$ cat config.mk
export PLATFORM = sky130hd
export DESIGN_NAME = weight_write_decode
export DESIGN_NICKNAME = d
export VERILOG_FILES = /design/src/logic/ising_pkg.sv /design/src/logic/weight_write_decode.sv
export SDC_FILE = /design/constraint.sdc
export NUM_CORES = 1
export LEC_CHECK = 0
export BUFFER_PORTS_ARGS = -buffer_cell sky130_fd_sc_hd__buf_4
export CAP_MARGIN = 10
export CORE_AREA = 3 3 40 42
export DETAILED_ROUTE_END_ITERATION = 10
export DIE_AREA = 0 0 43 45
export PLACE_DENSITY_LB_ADDON = 0.25
export SKIP_CTS_REPAIR_TIMING = 1
export SYNTH_ARGS = -nofsm -noshare
export SYNTH_HDL_FRONTEND = slang
export SYNTH_SLANG_ARGS = --single-unit
$ cat constraint.sdc
create_clock -name clk -period 1.4 [get_ports clk]
set_clock_uncertainty 0.2 [all_clocks]
set_input_delay 0.14 -clock clk [delete_from_list [all_inputs] [get_ports clk]]
set_output_delay 0.14 -clock clk [all_outputs]
set_load 0.01 [all_outputs]
$ cat src/logic/ising_pkg.sv
/*
 * Sizes, write record and enums shared by the oscillator array.
 * NUM_WEIGHTS must stay odd: its half is the zero-coupling reset weight.
 * The address low bit picks the coupling direction, the high bits the cell.
 */
package ising_pkg;

    // ------------------------------------------------------------------------
    // Array geometry
    // ------------------------------------------------------------------------

    // Cells per side, the grid is square
    localparam int ARRAY_N    = 2;
    localparam int NUM_CELLS  = ARRAY_N * ARRAY_N;
    localparam int CELL_IDX_W = $clog2(NUM_CELLS);

    // ------------------------------------------------------------------------
    // Coupling weights
    // ------------------------------------------------------------------------

    // Number of weight levels, odd so that the middle level means no coupling
    localparam int NUM_WEIGHTS  = 15;
    localparam int WEIGHT_W     = $clog2(NUM_WEIGHTS);
    localparam int WEIGHT_RESET = NUM_WEIGHTS / 2;

    // Write and read address, {cell index, direction}
    localparam int ADDR_W = CELL_IDX_W + 1;

    // Spin measurement window in clocks
    localparam int SAMPLE_WINDOW = 64;
    // Wide enough to hold a full window of mismatches
    localparam int SAMPLE_CNT_W  = $clog2(SAMPLE_WINDOW + 1);

    // Which of the two weights of a cell is addressed
    typedef enum logic {
        DIR_HV = 1'b0,
        DIR_VH = 1'b1
    } coupling_dir_e;

    // Registered write command as seen by the cells
    typedef struct packed {
        logic [NUM_CELLS-1:0] sel;   // One-hot cell select, zero when idle
        coupling_dir_e        dir;
        logic [WEIGHT_W-1:0]  data;
    } weight_wr_t;

    // Spin sampler states
    typedef enum logic {
        SAMPLE_IDLE,
        SAMPLE_COUNT
    } sample_state_e;

endpackage
$ cat src/logic/weight_write_decode.sv
/*
 * Registers one weight write per wready strobe, with no back-pressure.
 * The one-hot select is valid for exactly one clock per strobe.
 */
`timescale 1ns/1ps

module weight_write_decode (
    input  logic                             clk,
    input  logic                             axi_rstn,
    input  logic                             wready,
    input  logic [ising_pkg::ADDR_W-1:0]     waddr,
    input  logic [ising_pkg::WEIGHT_W-1:0]   wdata,
    output ising_pkg::weight_wr_t            weight_wr
);

    import ising_pkg::*;

    logic [CELL_IDX_W-1:0] cell_idx;
    logic [NUM_CELLS-1:0]  cell_onehot;
    coupling_dir_e         wr_dir;

    // ------------------------------------------------------------------------
    // Address split
    // ------------------------------------------------------------------------

    // High bits name the cell, bit 0 the direction
    assign cell_idx = waddr[ADDR_W-1:1];
    assign wr_dir   = coupling_dir_e'(waddr[0]);

    always_comb begin
        cell_onehot           = '0;
        cell_onehot[cell_idx] = 1'b1;
    end

    // ------------------------------------------------------------------------
    // Write register
    // ------------------------------------------------------------------------

    always_ff @(posedge clk) begin
        if (!axi_rstn) begin
            weight_wr <= '0;
        end else begin
            // Select drops back to zero on any clock without a strobe
            weight_wr.sel <= wready ? cell_onehot : '0;
            if (wready) begin
                weight_wr.dir  <= wr_dir;
                weight_wr.data <= wdata;
            end
        end
    end

endmodule

==> key figures <==
Status
  – Run status: finished clean

Yosys
  – Top-count cell post-synth: dfxtp_1
  – Seq/Total Area, Yosys: between 50% and 60%
  – Flops & latches, synth: 9
  – Post-Synth Simple-Gate Area: 19.01%
  – Post-synthesis net count: 37
  – Unique cell type count in the Yosys netlist: 9
  – Syn Inst Count: 27
  – Adder-cell share of the synthesized area: 0%
  – Cell Area, Synth: slightly above 300 sq um
  – Post-synth EDFFs: 0
  – Syn avg cell area: approximately 11 sq um
  – Post-synth top cells: dfxtp_1 (9), mux2i_1 (5), nor2b_1 (5)
  – Main flop type after synthesis: dfxtp_1
  – Yosys warns: 0
  – Synth Area in Compound Gates: 0%
  – Synth top area share: roughly three fifths
  – Post-synthesis mux area share: between 10% and 20%
  – XOR/XNOR Fraction of Synth Area: 0%
  – Main combinational cell family by area after synthesis: simple AND/OR/NAND/NOR gates
  – Cell taking the most area after synthesis: dfxtp_1
  – Synth top area cells: dfxtp_1 (60%), mux2i_1 (17%), nor2b_1 (10%)
  – Async SR Flop Fraction: 0%

STA
  – Worst-Margin Slew: approximately 130 ps
  – RSZ-0062 raised after global routing: no
  – Worst slew margin: roughly 90%
  – Post-route setup slack: about 340 ps
  – FMAX: between 900 and 1000 MHz
  – Setup TNS: 0 ps
  – Hold Fails Final Rpt: 0
  – Hold_ws: about 3.2 ps
  – Period utilization: 75.54%
  – Setup Viol. Count Final: 0
  – Slew Viols, Final: 0
  – Fin crit period: around 1100 ps

Routing
  – Detailed Route WL: 669 microns
  – Highest metal used: met3
  – WL met3: between 90 and 100 microns
  – DR iter-0 viols: 3
  – WL met2: just over 300 microns
  – Drc violations: 0
  – Via count: approximately 270
  – Vias per std cell: around 3.8
  – Wire length per cell: 9.423 microns
  – Remaining antenna violation count: 0
  – First drt pass iteration count: 4
  – M1 wire length: 272 microns

Setup path
  – Startpoint types: register
  – CP Capture Type: primary output
  – Crit Path Class: reg -> out
  – WP data required: around 1100 ps
  – Ordered list of cells on the worst path: buf_4
  – Worst r2r src: weight_wr[2]
  – Reg2Reg Capture Point: weight_wr[2]
  – Arr. time, crit path: approximately 700 ps
  – CP max FO: 2
  – CP top delay family: flip-flops
  – Reg-to-reg slack, setup: about 600 ps
  – Buf/Inv on CP: 1
  – Max stage delay on crit path: 340 ps
  – Slowest CP cell: dfxtp_1
  – Worst r2r path cells: 2

GRT
  – First-pass GRT wire length: just under 900 microns
  – Initial antenna violation count: 0
  – Gr ovfl total: 0
  – Largest net degree at the start of global routing: 8
  – Vias in the first global route: between 200 and 250
  – Gr usage total: 6.767%

Placed design
  – Area post-placement: 445.4 sq um
  – Setup WS pre-CTS: slightly above 500 ps
  – RePlAce Congestion: 0.5563
  – IO buf count: 18

Hold path
  – Hold_sp: wready
  – Hold crit path type: in -> reg
  – Min-Delay Endpoint: weight_wr[6]
  – Hold Path Stages: 3

Run
  – Max-cap violation count: 0

Cells and area
  – Share of cells above drive strength 1: between 30% and 40%
  – Finished Cell Area: about 550 sq um
  – Area growth, synth to finish: 82.23%
  – # diodes: 0
  – Filler cell count: 128
  – Largest reg by FF count: weight_wr
  – Largest registers: weight_wr (9)
  – Largest register FFs: 9
  – Fin util: a little over two fifths
  – Final #Nets: 67

Floorplanning
  – Die Area: 1935 sq um
  – Die width: roughly 43 microns
  – Ports: 19
  – Vert. Die Dim: 45 microns
  – Starting density of the core: approximately a quarter
  – Row count: 13
  – Core region area: between 1000 and 1500 sq um

Clock network
  – Worst-Skew Late Latency: between 200 and 300 ps
  – CTS Buf Count: 3
  – CTS H-tree depth: 1
  – CTS tree: built
  – Clock transition at the registers of the reported paths: about 60 ps
  – CTS Buffer Depth: 2
  – Root Buffer: clkbuf_4
  – Clock sinks: 9

Power
  – Leakage: 0.2660 nW
  – Maximum vdd drop: roughly 0.00045 V
  – PwrDens: 996.5 nW/um^2
-- through the flow --
step                total power [mW]  cells
finish                        0.5499     71
floorplan                     0.3077     27
global route                  0.5788     71
global placement              0.3472     59
detailed placement            0.3479     59
CTS                           0.5432     63
-- worst reg2reg max path: cells and delay by family (launching register included) --
family,cells,cell delay [ps]
DFF,1,310
muxes,1,120
and+or+nand+nor,1,60
-- power breakdown --
| part | internal [mW] | total, mW | switching [mW] |
|---|---|---|---|
| combinational | 0.0559 | 0.0867 | 0.0309 |
| clock | 0.109 | 0.191 | 0.0814 |
| sequential | 0.268 | 0.273 | 0.00474 |
-- cell usage in the layout, fill, tap and decap left out --
master,count
buf_4,18
clkbuf_1,1
clkbuf_4,3
dfxtp_1,9
dlygate4sd3_1,8
inv_1,1
mux2i_1,5
nand2_1,1
nand3_1,1
nor2_1,2
nor2b_1,5
nor3_1,2
-- metal layers --
metal  vias to the layer above  GRT usage (%)
met3                         0          5.179
met2                        15          8.982
met4                         0          5.422
met5                         -              0
li1                        145              -
met1                       111          7.056
-- cells by family after synthesis --
kind of cell / count (synthesis)
AND/OR/NAND/NOR: 11
flip-flops: 9
multiplexers: 5
buffers and inverters: 2
-- worst max path at each step --
stage                     slack [ps]         start      endpoint  cells after the start
after global routing             300  weight_wr[4]  weight_wr[4]                      1
after global placement           540        wready  weight_wr[0]                      3
after floorplan                  600  weight_wr[0]  weight_wr[0]                      2
final                            340  weight_wr[4]  weight_wr[4]                      1
after CTS                        340  weight_wr[4]  weight_wr[4]                      1
after detailed placement         520        wready  weight_wr[1]                      3
-- area by class of cell --
| class | instances | area [sq um] | area share [%] |
|---|---|---|---|
| clock buffers | 4 | 26.28 | 4.762 |
| inverters | 1 | 3.754 | 0.6803 |
| multi-input cells | 16 | 107.6 | 19.50 |
| flip-flops and latches | 9 | 180.2 | 32.65 |
| well taps | 15 | 18.77 | 3.401 |
| repair buffers | 26 | 215.2 | 39.00 |
Note: power is estimated with default switching activity, not from simulation.
