$ cat src/logic/ising_pkg.sv
/*
 * Sizes, write record and enums shared by the oscillator array.
 * NUM_WEIGHTS must stay odd: its half is the zero-coupling reset weight.
 * The address low bit picks the coupling direction, the high bits the cell.
 */
package ising_pkg;

    // ------------------------------------------------------------------------
    // Array geometry
    // ------------------------------------------------------------------------

    // Cells per side, the grid is square
    localparam int ARRAY_N    = 2;
    localparam int NUM_CELLS  = ARRAY_N * ARRAY_N;
    localparam int CELL_IDX_W = $clog2(NUM_CELLS);

    // ------------------------------------------------------------------------
    // Coupling weights
    // ------------------------------------------------------------------------

    // Number of weight levels, odd so that the middle level means no coupling
    localparam int NUM_WEIGHTS  = 15;
    localparam int WEIGHT_W     = $clog2(NUM_WEIGHTS);
    localparam int WEIGHT_RESET = NUM_WEIGHTS / 2;

    // Write and read address, {cell index, direction}
    localparam int ADDR_W = CELL_IDX_W + 1;

    // Spin measurement window in clocks
    localparam int SAMPLE_WINDOW = 64;
    // Wide enough to hold a full window of mismatches
    localparam int SAMPLE_CNT_W  = $clog2(SAMPLE_WINDOW + 1);

    // Which of the two weights of a cell is addressed
    typedef enum logic {
        DIR_HV = 1'b0,
        DIR_VH = 1'b1
    } coupling_dir_e;

    // Registered write command as seen by the cells
    typedef struct packed {
        logic [NUM_CELLS-1:0] sel;   // One-hot cell select, zero when idle
        coupling_dir_e        dir;
        logic [WEIGHT_W-1:0]  data;
    } weight_wr_t;

    // Spin sampler states
    typedef enum logic {
        SAMPLE_IDLE,
        SAMPLE_COUNT
    } sample_state_e;

endpackage
$ cat src/logic/spin_sampler.sv
/*
 * Measures each cell phase against phase_in over SAMPLE_WINDOW clocks.
 * Both sides pass the same two flops, so their lag cancels.
 * A start pulse during a running window is ignored.
 */
`timescale 1ns/1ps

module spin_sampler (
    input  logic                              clk,
    input  logic                              axi_rstn,
    input  logic                              phase_in,
    input  logic [ising_pkg::NUM_CELLS-1:0]   cell_phase,
    input  logic                              sample_start,
    output logic [ising_pkg::NUM_CELLS-1:0]   spins,
    output logic                              sample_done
);

    import ising_pkg::*;

    // Top bit carries phase_in alongside the cell phases
    logic [NUM_CELLS:0]      sync_meta;
    logic [NUM_CELLS:0]      sync_q;
    logic [NUM_CELLS-1:0]    mismatch;
    sample_state_e           state;
    logic [SAMPLE_CNT_W-1:0] win_cnt;
    logic [SAMPLE_CNT_W-1:0] mis_cnt  [NUM_CELLS];
    logic [SAMPLE_CNT_W-1:0] cnt_next [NUM_CELLS];
    logic                    win_last;

    // Two-flop synchroniser for the asynchronous phases
    always_ff @(posedge clk) begin
        sync_meta <= {phase_in, cell_phase};
        sync_q    <= sync_meta;
    end

    always_comb begin
        for (int c = 0; c < NUM_CELLS; c++) begin
            mismatch[c] = sync_q[c] ^ sync_q[NUM_CELLS];
            cnt_next[c] = mis_cnt[c] + SAMPLE_CNT_W'(mismatch[c]);
        end
    end

    assign win_last = (state == SAMPLE_COUNT) &&
                      (win_cnt == SAMPLE_CNT_W'(SAMPLE_WINDOW - 1));

    // Mismatch counters, held at zero between windows
    always_ff @(posedge clk) begin
        for (int c = 0; c < NUM_CELLS; c++) begin
            mis_cnt[c] <= (state == SAMPLE_IDLE) ? '0 : cnt_next[c];
        end
    end

    // ------------------------------------------------------------------------
    // Window FSM
    // ------------------------------------------------------------------------

    always_ff @(posedge clk) begin
        if (!axi_rstn) begin
            state       <= SAMPLE_IDLE;
            win_cnt     <= '0;
            spins       <= '0;
            sample_done <= 1'b0;
        end else begin
            sample_done <= 1'b0;
            case (state)
                SAMPLE_IDLE: begin
                    if (sample_start) begin
                        state   <= SAMPLE_COUNT;
                        win_cnt <= '0;
                    end
                end
                SAMPLE_COUNT: begin
                    win_cnt <= win_cnt + SAMPLE_CNT_W'(1);
                    if (win_last) begin
                        // Spin is 1 when mismatches are the majority
                        for (int c = 0; c < NUM_CELLS; c++) begin
                            spins[c] <= cnt_next[c] > SAMPLE_CNT_W'(SAMPLE_WINDOW / 2);
                        end
                        sample_done <= 1'b1;
                        state       <= SAMPLE_IDLE;
                    end
                end
                default: state <= SAMPLE_IDLE;
            endcase
        end
    end

endmodule

$ cat config.mk
export PLATFORM = sky130hd
export DESIGN_NAME = spin_sampler
export DESIGN_NICKNAME = d
export VERILOG_FILES = /design/src/logic/ising_pkg.sv /design/src/logic/spin_sampler.sv
export SDC_FILE = /design/constraint.sdc
export NUM_CORES = 1
export LEC_CHECK = 0
export BUFFER_PORTS_ARGS = -buffer_cell sky130_fd_sc_hd__buf_2
export CAP_MARGIN = 20
export CORE_ASPECT_RATIO = 0.6
export CORE_UTILIZATION = 40
export CTS_BUF_LIST = sky130_fd_sc_hd__clkbuf_8
export CTS_CLUSTER_DIAMETER = 30
export DETAILED_ROUTE_END_ITERATION = 10
export GPL_ROUTABILITY_DRIVEN = 0
export SETUP_SLACK_MARGIN = 0.3
export SLEW_MARGIN = 40
export SYNTH_ARGS = -nofsm -noshare
export SYNTH_HDL_FRONTEND = slang
export SYNTH_SLANG_ARGS = --single-unit
$ cat constraint.sdc
create_clock -name clk -period 2.1 [get_ports clk]
set_input_delay 0.42 -clock clk [delete_from_list [all_inputs] [get_ports clk]]
set_output_delay 0.42 -clock clk [all_outputs]
set_load 0.02 [all_outputs]
==> flow_metrics.tcl, run 1 <==
set metrics [dict create \
    run_status "finished, final reports clean" \
    grt_pass1_wl_um 5940 \
    clk_path_buf_depth 2 \
    finalCoreUtilization_pct 53.76 \
    drcViolationCount 0 \
    synth_area_um2 2054 \
    cp_top_family "compound AO/OA/AOI/OAI gates" \
    hpwl_um 2338 \
    yosysSeqAreaShare_pct 49.70 \
    final.setup.worst_slack_ps 327.4 \
    swShare_pct 20.81 \
    pwr-share-comb_pct 6.3 \
    fin_worst_skew_ps 7.478 \
    cp_max_fo 4 \
    design_power_total_mw 1.926 \
    synth_fp_nets 224 \
    fp-row-count 19 \
    maxCapViolations 0 \
    areaGrowthSynthToFinish_pct 24.42 \
    critPathMaxStageDelay_ps 410 \
    dpl_cell_area_um2 2191 \
    power_report.internal_total_mw 1.525 \
    slew_viol_final 0 \
    ioPinCount 13 \
    chipHeight_um 57.52 \
    end_kind "flip-flop" \
    start_util_pct 43.21 \
    p_leak_nw 1.025 \
    slowest_stage "dfxtp_4" \
    synth_seq_cells 51 \
    worst_ep_arrival_time_ps 1970 \
    grt.overflow.total 0 \
    clock_sinks 51 \
    synth_cell_types 33 \
    cts_hold_buf 0 \
    vias 1410 \
    tns_ps 0 \
    antenna_found_initial 0 \
    clkTransAtPathRegs_ps 90 \
    seqPwrFrac_pct 52.4 \
    rsz0062_at_grt "true" \
    final_common_cell "dfxtp_1" \
    clk_latency_ps 300 \
    final-hold-violation-count 0 \
    path_class "flip-flop to flip-flop" \
    p_clk_share_pct 41.3 \
    synthCells 207 \
    path_cells "xor2_1 > ha_2 > buf_6 > and3_4 > a21o_1 > a31oi_2 > o31ai_2 > o21ai_2" \
    clockRootBuffer "clkbuf_8" \
    max_freq_mhz 564.1 \
    max_slew_margin_pct 79.89 \
    coreArea_um2 4755 \
    cp.buffers_inverters 1 \
    vias_per_cell 4.780 \
    power_density_nw_per_um2 753.6 \
    final_cell_mix "dfxtp_1, and2_1, xnor2_1, buf_2, nand3_1" \
    p_switching_mw 0.4009 \
    synth_flop_cell "dfxtp_1" \
    postRouteAntennaNets 0 \
    die_area_um2 5436 \
    grt_max_degree 37 \
    cts_tree "built" \
    drive_gt1_share_pct 27.16 \
    yosys_warnings 0 \
    synth-edff-count 0 \
    portBuffers 12 \
    first_pass_iters 4 \
    timing.final.crit_share_pct 84.41 \
    drt_iter0_drc 36 \
    fin_area_um2 2556 \
    n_antenna_cell 0 \
    grt.total_usage_pct 14.54 \
    peakVddDrop_uv 502.6 \
    numCtsBuffers 5 \
    wl_per_cell_um 12.48 \
    cp_data_required_time_ps 2290 \
    grt_pass1_vias 1241 \
    totalWireLength_um 3681 \
    async_reset_ff_share_pct 0 \
    min_period_ps 1773 \
    die_x_um 94.52 \
    syn_avg_cell_area_um2 9.925 \
    nNetsFinal 248 \
    setup_viol_count_final 0 \
    cp-start-kind "flip-flop" \
    tightestPinTransition_ps 301.6 \
    pre_cts_slack_ps 134.5 \
    hold_path.class "primary input to flip-flop" \
    cts_htree_levels 2 \
]
## logic make-up after synthesis
group,synth area share [%]
AND/OR/NAND/NOR,22.90
flip-flops,49.70
AO/OA/AOI/OAI,8.831
XOR/XNOR,11.08
adder cells (fa/ha/maj),5.481
buffers and inverters,2.010
## worst paths after layout
check | endpoint | depth (start not counted) | slack, ps | start
min reg2reg | sync_q[1] | 0 | 330 | sync_meta[1]
max | spins[1] | 8 | 330 | sync_q[4]
max reg2reg | spins[1] | 8 | 330 | sync_q[4]
min | sync_meta[4] | 1 | 210 | phase_in
## flip-flops by register name (all words and copies together), names as in the netlist
signal       cells
sample_done      1
win_cnt          7
state            1
sync_meta        5
sync_q           5
mis_cnt         28
spins            4
## layer usage
| metal | track usage [%] | up-vias | part of all wire, % |
|---|---|---|---|
| met1 | 22.27 | 627 | 55 |
| li1 | - | 756 | - |
| met3 | 4.400 | 6 | 3.2 |
| met5 | 0 | - | 0 |
| met4 | 5.195 | 0 | 1.2 |
| met2 | 18.84 | 21 | 40 |
## Yosys cell counts (3+ instances only)
cell type   n  area share, %
a211o_1     3            1.3
a21oi_1    10            2.4
and2_1     26            7.9
and3_1      4            1.2
clkbuf_1    3           0.55
dfxtp_1    51             50
ha_1        9            5.5
inv_1       3           0.55
nand2_1    12            2.2
nand3_1    12            2.9
nand4_1     5            1.5
nor2_1      8            1.5
nor2b_1     5            1.5
nor4_1      4            1.2
o21ai_0     6            1.5
o21ai_1     3           0.73
or3_1       3           0.91
xnor2_1    16            6.8
xor2_1     10            4.3
## stage by stage
step           hold WS [ps]  cells
2_1_floorplan         309.6    207
3_3_place_gp          311.0    280
3_5_place_dp          313.6    280
4_1_cts               199.9    291
5_1_grt               189.6    295
6_report              209.6    295
## layout make-up
| type | instances | area (µm²) |
|---|---|---|
| fill | 432 | 2198 |
| sequential | 51 | 1025 |
| tap | 63 | 78.83 |
| clock buffer | 5 | 68.82 |
| clock inverter | 3 | 67.56 |
| timing repair buffer | 22 | 138.9 |
| inverter | 3 | 11.26 |
| multi-input combinational | 148 | 1166 |
## power by group through the flow
stage          Combinational [mW]  Sequential, mW  Clock, mW
2_1_floorplan              0.0700            1.03          0
3_3_place_gp               0.0976            1.03          0
3_5_place_dp               0.0976            1.03          0
4_1_cts                     0.107            1.01      0.819
5_1_grt                     0.140            1.01      0.859
6_report                    0.122            1.01      0.795
## repair_timing
item	4_1_cts	5_1_grt
buffers inserted	3	4
endpoints found under the setup margin	7	7
resized for setup	8	26
pin swaps	5	13
Power figures use the tool's default switching activity.
==> inputs of run 2 (changes only) <==
--- a/config.mk
+++ b/config.mk
@@ -5,6 +5,7 @@
 export SDC_FILE = /design/constraint.sdc
 export NUM_CORES = 1
 export LEC_CHECK = 0
+export ABC_AREA = 1
 export BUFFER_PORTS_ARGS = -buffer_cell sky130_fd_sc_hd__buf_2
 export CAP_MARGIN = 20
 export CORE_ASPECT_RATIO = 0.6
==> constraint.sdc (replaced) <==
create_clock -name clk -period 1.4 [get_ports clk]
set_input_delay 0.28 -clock clk [delete_from_list [all_inputs] [get_ports clk]]
set_output_delay 0.28 -clock clk [all_outputs]
set_load 0.02 [all_outputs]
==> flow_metrics.tcl, run 2 <==
set metrics [dict create \
    pre_cts_slack_ps -274.6 \
    cp_top_family "flip-flops" \
    rsz0062_at_grt "true" \
    synth_seq_cells 51 \
    holdPathEnd "sync_meta[4]" \
    fin_worst_skew_ps 3.906 \
    final-hold-violation-count 0 \
    first_pass_iters 4 \
    largestRegisters "mis_cnt: 28 flops, win_cnt: 7 flops" \
    grt_pass1_vias 1659 \
    synth_area_um2 2142 \
    finalCoreUtilization_pct 59.68 \
    synth_cell_types 24 \
    layout.cells.non_filler 388 \
    cts_tree "built" \
    grt_max_degree 20 \
    drive_gt1_share_pct 45.34 \
    tns_ps -1493 \
    grt.overflow.total 0 \
    numCtsBuffers 5 \
    yosys_warnings 0 \
    ff2ff_setup_slack_ps -220 \
    critPathMaxStageDelay_ps 410 \
    yosysSeqAreaShare_pct 47.66 \
    path_cells "xor2_1 > ha_2 > ha_4 > nand3_4 > o21ai_2 > nand2_1 > nor2_1 > a21oi_2" \
    cts_hold_buf 0 \
    die_area_um2 5662 \
    cp-start-kind "flip-flop" \
    chipHeight_um 58.69 \
    grt.total_usage_pct 17.25 \
    final.setup.worst_slack_ps -220.3 \
    hold-path-cell-count 1 \
    cp.buffers_inverters 0 \
    largest_reg_flops 28 \
    dp.cells 373 \
    yosysTopAreaCell "dfxtp_1" \
    timing.rr.end "spins[3]" \
    antenna_found_initial 0 \
    fp-row-count 20 \
    wl_per_cell_um 11.71 \
    min_period_ps 1620 \
    final_common_cell "nand2_1" \
    run_status "finished with violations" \
    clk_latency_ps 300 \
    cp_data_required_time_ps 1600 \
    cts_htree_levels 2 \
    timing.final.crit_share_pct 115.7 \
    portBuffers 12 \
    hpwl_um 3015 \
    final_cell_mix "nand2_1, dfxtp_1, inv_1, nand2_2, nor2_1" \
    clockRootBuffer "clkbuf_8" \
    grt_pass1_wl_um 7314 \
    synth_fp_nets 301 \
    p_leak_nw 1.267 \
    end_kind "flip-flop" \
    max_freq_mhz 617.2 \
    areaGrowthSynthToFinish_pct 42.23 \
    die_x_um 96.48 \
    synth_top_cells_by_count "nand2_1, dfxtp_1, inv_1" \
    ioPinCount 13 \
    synth_area_leaders "dfxtp_1, nand2_1, inv_1, nor2_1, ha_1" \
    peakVddDrop_uv 416.8 \
    hp-start "phase_in" \
    synth_top_area_share_pct 47.66 \
    design_power_total_mw 2.609 \
    worst_ep_arrival_time_ps 1820 \
    cp_max_fo 4 \
    top_register "mis_cnt" \
    path_class "flip-flop to flip-flop" \
    r2r_cells 8 \
    vias_per_cell 4.763 \
    start_util_pct 41.96 \
    postRouteAntennaNets 0 \
    nNetsFinal 338 \
    vias 1848 \
    synth_flop_cell "dfxtp_1" \
    synthCells 284 \
    hold_path.class "primary input to flip-flop" \
    drt_iter0_drc 92 \
    synth-edff-count 0 \
    totalWireLength_um 4545 \
    timing.hold.ws_ps 74.51 \
    tightestPinTransition_ps 301.3 \
    setup_viol_count_final 16 \
    slowest_stage "dfxtp_4" \
    max_slew_margin_pct 79.89 \
    cp.depth 8 \
    syn_avg_cell_area_um2 7.542 \
    yosysMostFrequentCell "nand2_1" \
    dpl_cell_area_um2 2510 \
    power_density_nw_per_um2 856.4 \
    violations "negative setup slack" \
    clkTransAtPathRegs_ps 90 \
    clock_sinks 51 \
    fin_area_um2 3047 \
    async_reset_ff_share_pct 0 \
    clk_path_buf_depth 2 \
    slew_viol_final 0 \
    coreArea_um2 5105 \
    n_antenna_cell 0 \
    maxCapViolations 0 \
    r2r-start "sync_q[4]" \
    drcViolationCount 0 \
]
[run 2: layout make-up]
| type | count | area [µm²] |
|---|---|---|
| Fill cell | 485 | 2058 |
| Multi-Input combinational cell | 183 | 1360 |
| Sequential cell | 51 | 1037 |
| Timing Repair Buffer | 35 | 305.3 |
| Inverter | 45 | 180.2 |
| Tap cell | 66 | 82.58 |
| Clock buffer | 5 | 68.82 |
| Clock inverter | 3 | 12.51 |
[run 2: worst max path at each step]
stage               startpoint        to  slack, ps
global placement     sync_q[4]  spins[0]       -270
global route         sync_q[4]  spins[0]       -320
floorplan            sync_q[4]  spins[0]       -130
CTS                  sync_q[4]  spins[0]       -200
finish               sync_q[4]  spins[3]       -220
detailed placement   sync_q[4]  spins[0]       -270
[run 2: timing repair]
action / CTS / global route
pin swaps: 21 / 29
gates resized for setup: 43 / 65
buffers inserted: 4 / 3
setup endpoints to repair: 36 / 40
[run 2: cell families after synthesis]
family | count (synthesis) | share of synthesized area, %
AND/OR/NAND/NOR | 142 | 28.21
AO/OA/AOI/OAI | 24 | 6.309
adder cells (fa/ha/maj) | 9 | 5.257
flip-flops | 51 | 47.66
buffers and inverters | 50 | 9.287
XOR/XNOR | 8 | 3.271
[run 2: metal layers]
layer / share of wire [%] / global-route usage, % / vias up
met4: 1.1 / 5.672 / 0
met2: 46 / 26.66 / 18
met5: 0 / 0 / -
met1: 50 / 23.46 / 873
li1: - / - / 952
met3: 2.8 / 4.651 / 5
[run 2: power by group]
part | internal (mW) | total, mW | switching [mW] | leakage, nW
sequential | 1.49 | 1.52 | 0.0335 | 0.420
combinational | 0.134 | 0.274 | 0.140 | 0.796
clock | 0.338 | 0.813 | 0.475 | 0.0505
total | 1.96 | 2.61 | 0.649 | 1.27
==> inputs of run 3 (changes only) <==
--- a/config.mk
+++ b/config.mk
@@ -5,7 +5,6 @@
 export SDC_FILE = /design/constraint.sdc
 export NUM_CORES = 1
 export LEC_CHECK = 0
-export ABC_AREA = 1
 export BUFFER_PORTS_ARGS = -buffer_cell sky130_fd_sc_hd__buf_2
 export CAP_MARGIN = 20
 export CORE_ASPECT_RATIO = 0.6
@@ -14,6 +13,7 @@
 export CTS_CLUSTER_DIAMETER = 30
 export DETAILED_ROUTE_END_ITERATION = 10
 export GPL_ROUTABILITY_DRIVEN = 0
+export HOLD_SLACK_MARGIN = 0.15
 export SETUP_SLACK_MARGIN = 0.3
 export SLEW_MARGIN = 40
 export SYNTH_ARGS = -nofsm -noshare
==> flow_metrics.tcl, run 3 (same netlist as run 1, synthesis figures left out) <==
set metrics [dict create \
    run_status "finished with violations" \
    violations "negative setup slack" \
    cts_tree "built" \
    final-hold-violation-count 0 \
    clkTransAtPathRegs_ps 90 \
    p_leak_nw 1.259 \
    top_register "mis_cnt" \
    pwr-share-comb_pct 10.4 \
    grt.total_usage_pct 17.20 \
    drcViolationCount 0 \
    first_pass_iters 4 \
    totalWireLength_um 4535 \
    rsz0062_at_grt "true" \
    p_clk_share_pct 35.3 \
    postRouteAntennaNets 0 \
    timing.final.crit_share_pct 128.5 \
    drt_iter0_drc 22 \
    path_class "flip-flop to flip-flop" \
    vias_per_cell 4.742 \
    cp_data_required_time_ps 1590 \
    swShare_pct 22.14 \
    hold_path.class "primary input to flip-flop" \
    clk_latency_ps 300 \
    hold-path-cell-count 3 \
    grt_pass1_vias 1454 \
    fp-row-count 19 \
    fin_worst_skew_ps 8.654 \
    final_cell_mix "dfxtp_1, buf_4, and2_1, buf_6, xnor2_1" \
    hpwl_um 2595 \
    clock_sinks 51 \
    coreArea_um2 4755 \
    grt_pass1_wl_um 6975 \
    seqPwrFrac_pct 54.4 \
    fin_area_um2 3052 \
    drive_gt1_share_pct 44.81 \
    power_report.internal_total_mw 2.172 \
    clk_path_buf_depth 2 \
    areaGrowthSynthToFinish_pct 48.54 \
    final_common_cell "dfxtp_1" \
    cts_htree_levels 2 \
    start_util_pct 43.21 \
    final.setup.worst_slack_ps -398.6 \
    wl_per_cell_um 13.62 \
    antenna_found_initial 0 \
    numCtsBuffers 5 \
    grt.overflow.total 0 \
    slew_viol_final 0 \
    die_x_um 94.52 \
    portBuffers 12 \
    chipHeight_um 57.52 \
    die_area_um2 5436 \
    vias 1579 \
    ioPinCount 13 \
    r2r_cells 9 \
    pre_cts_slack_ps -367.1 \
    grt_max_degree 19 \
    r2r-start "sync_q[4]" \
    power_density_nw_per_um2 914.2 \
    nNetsFinal 287 \
    largestRegisters "mis_cnt: 28 flops, win_cnt: 7 flops" \
    min_period_ps 1799 \
    timing.rr.end "spins[1]" \
    tightestPinTransition_ps 277.6 \
    peakVddDrop_uv 601.5 \
    cp_max_fo 4 \
    clockRootBuffer "clkbuf_8" \
    holdPathEnd "state" \
    dpl_cell_area_um2 2547 \
    max_slew_margin_pct 81.34 \
    largest_reg_flops 28 \
    dp.cells 312 \
    timing.hold.ws_ps 326.3 \
    hp-start "sample_start" \
    worst_ep_arrival_time_ps 1990 \
    end_kind "flip-flop" \
    cp-start-kind "flip-flop" \
    maxCapViolations 0 \
    setup_viol_count_final 26 \
    layout.cells.non_filler 333 \
    n_antenna_cell 0 \
    ff2ff_setup_slack_ps -400 \
    max_freq_mhz 556.0 \
    p_switching_mw 0.6177 \
]
-- run 3: cell types whose count changed in the layout (fill, tap and decap cells not counted), moves of 6 or more --
| cell | delta |
|---|---|
| inv_1 | -35 |
| nand2_2 | -16 |
| nand2_1 | -44 |
| buf_4 | +20 |
| and2_1 | +22 |
| nor2_2 | -11 |
| xnor2_1 | +11 |
| a21oi_2 | -6 |
| nor2_1 | -11 |
-- run 3: power groups by stage --
stage               combinational, mW  clock [mW]  sequential (mW)
floorplan                       0.119           0             1.54
detailed placement              0.189           0             1.55
finish                          0.289       0.984             1.52
CTS                             0.249        1.02             1.51
global route                    0.318        1.09             1.52
global placement                0.188           0             1.55
-- run 3: worst max-delay path by stage --
stage	start	end	slack (ps)	cells after the start
finish	sync_q[4]	spins[1]	-400	9
floorplan	sync_q[4]	spins[0]	-280	8
CTS	sync_q[4]	spins[0]	-340	8
global placement	sync_q[4]	spins[0]	-340	8
detailed placement	sync_q[4]	spins[1]	-370	8
global route	sync_q[4]	spins[3]	-470	8
-- run 3: cell type report --
cell class                 instances  area (µm²)
clock buffer                       5       68.82
sequential                        51        1033
inverter                           3       11.26
fill                             404        1703
clock inverter                     2       33.78
tap                               63       78.83
timing repair buffer              61       540.5
multi-input combinational        148        1285
-- run 3: routing by layer --
metal / GRT usage [%] / wire length [µm] / up-vias
li1: - / - / 830
met1: 25.51 / 2352 / 724
met2: 23.71 / 2007 / 21
met3: 6.000 / 144 / 4
met4: 3.896 / 30 / 0
met5: 0 / 0 / -
-- run 3: repair_timing --
action	CTS	global route
hold endpoints to repair	5	0
pin swaps	29	23
hold buffers	5	0
gates cloned	1	0
resized for setup	30	34
setup buffers	5	3
setup endpoints to repair	41	45
-- run 3: worst max-delay path: stages, from the launching register on --
cell,delay (ps)
dfxtp_4,390
buf_4,140
xor2_4,170
ha_4,190
ha_4,150
and3_4,190
nand3_2,70
xor2_2,170
a2bb2oi_2,160
o21ai_2,60
-- run 3: metrics by stage --
step                setup TNS (ps)  total power, mW  util, %
floorplan                    -1790            1.661        -
global placement             -3491            1.735    53.58
detailed placement           -3705            1.735    53.58
CTS                          -3720            2.783    60.50
global route                 -6200            2.925    64.18
finish                       -4287            2.790    64.18
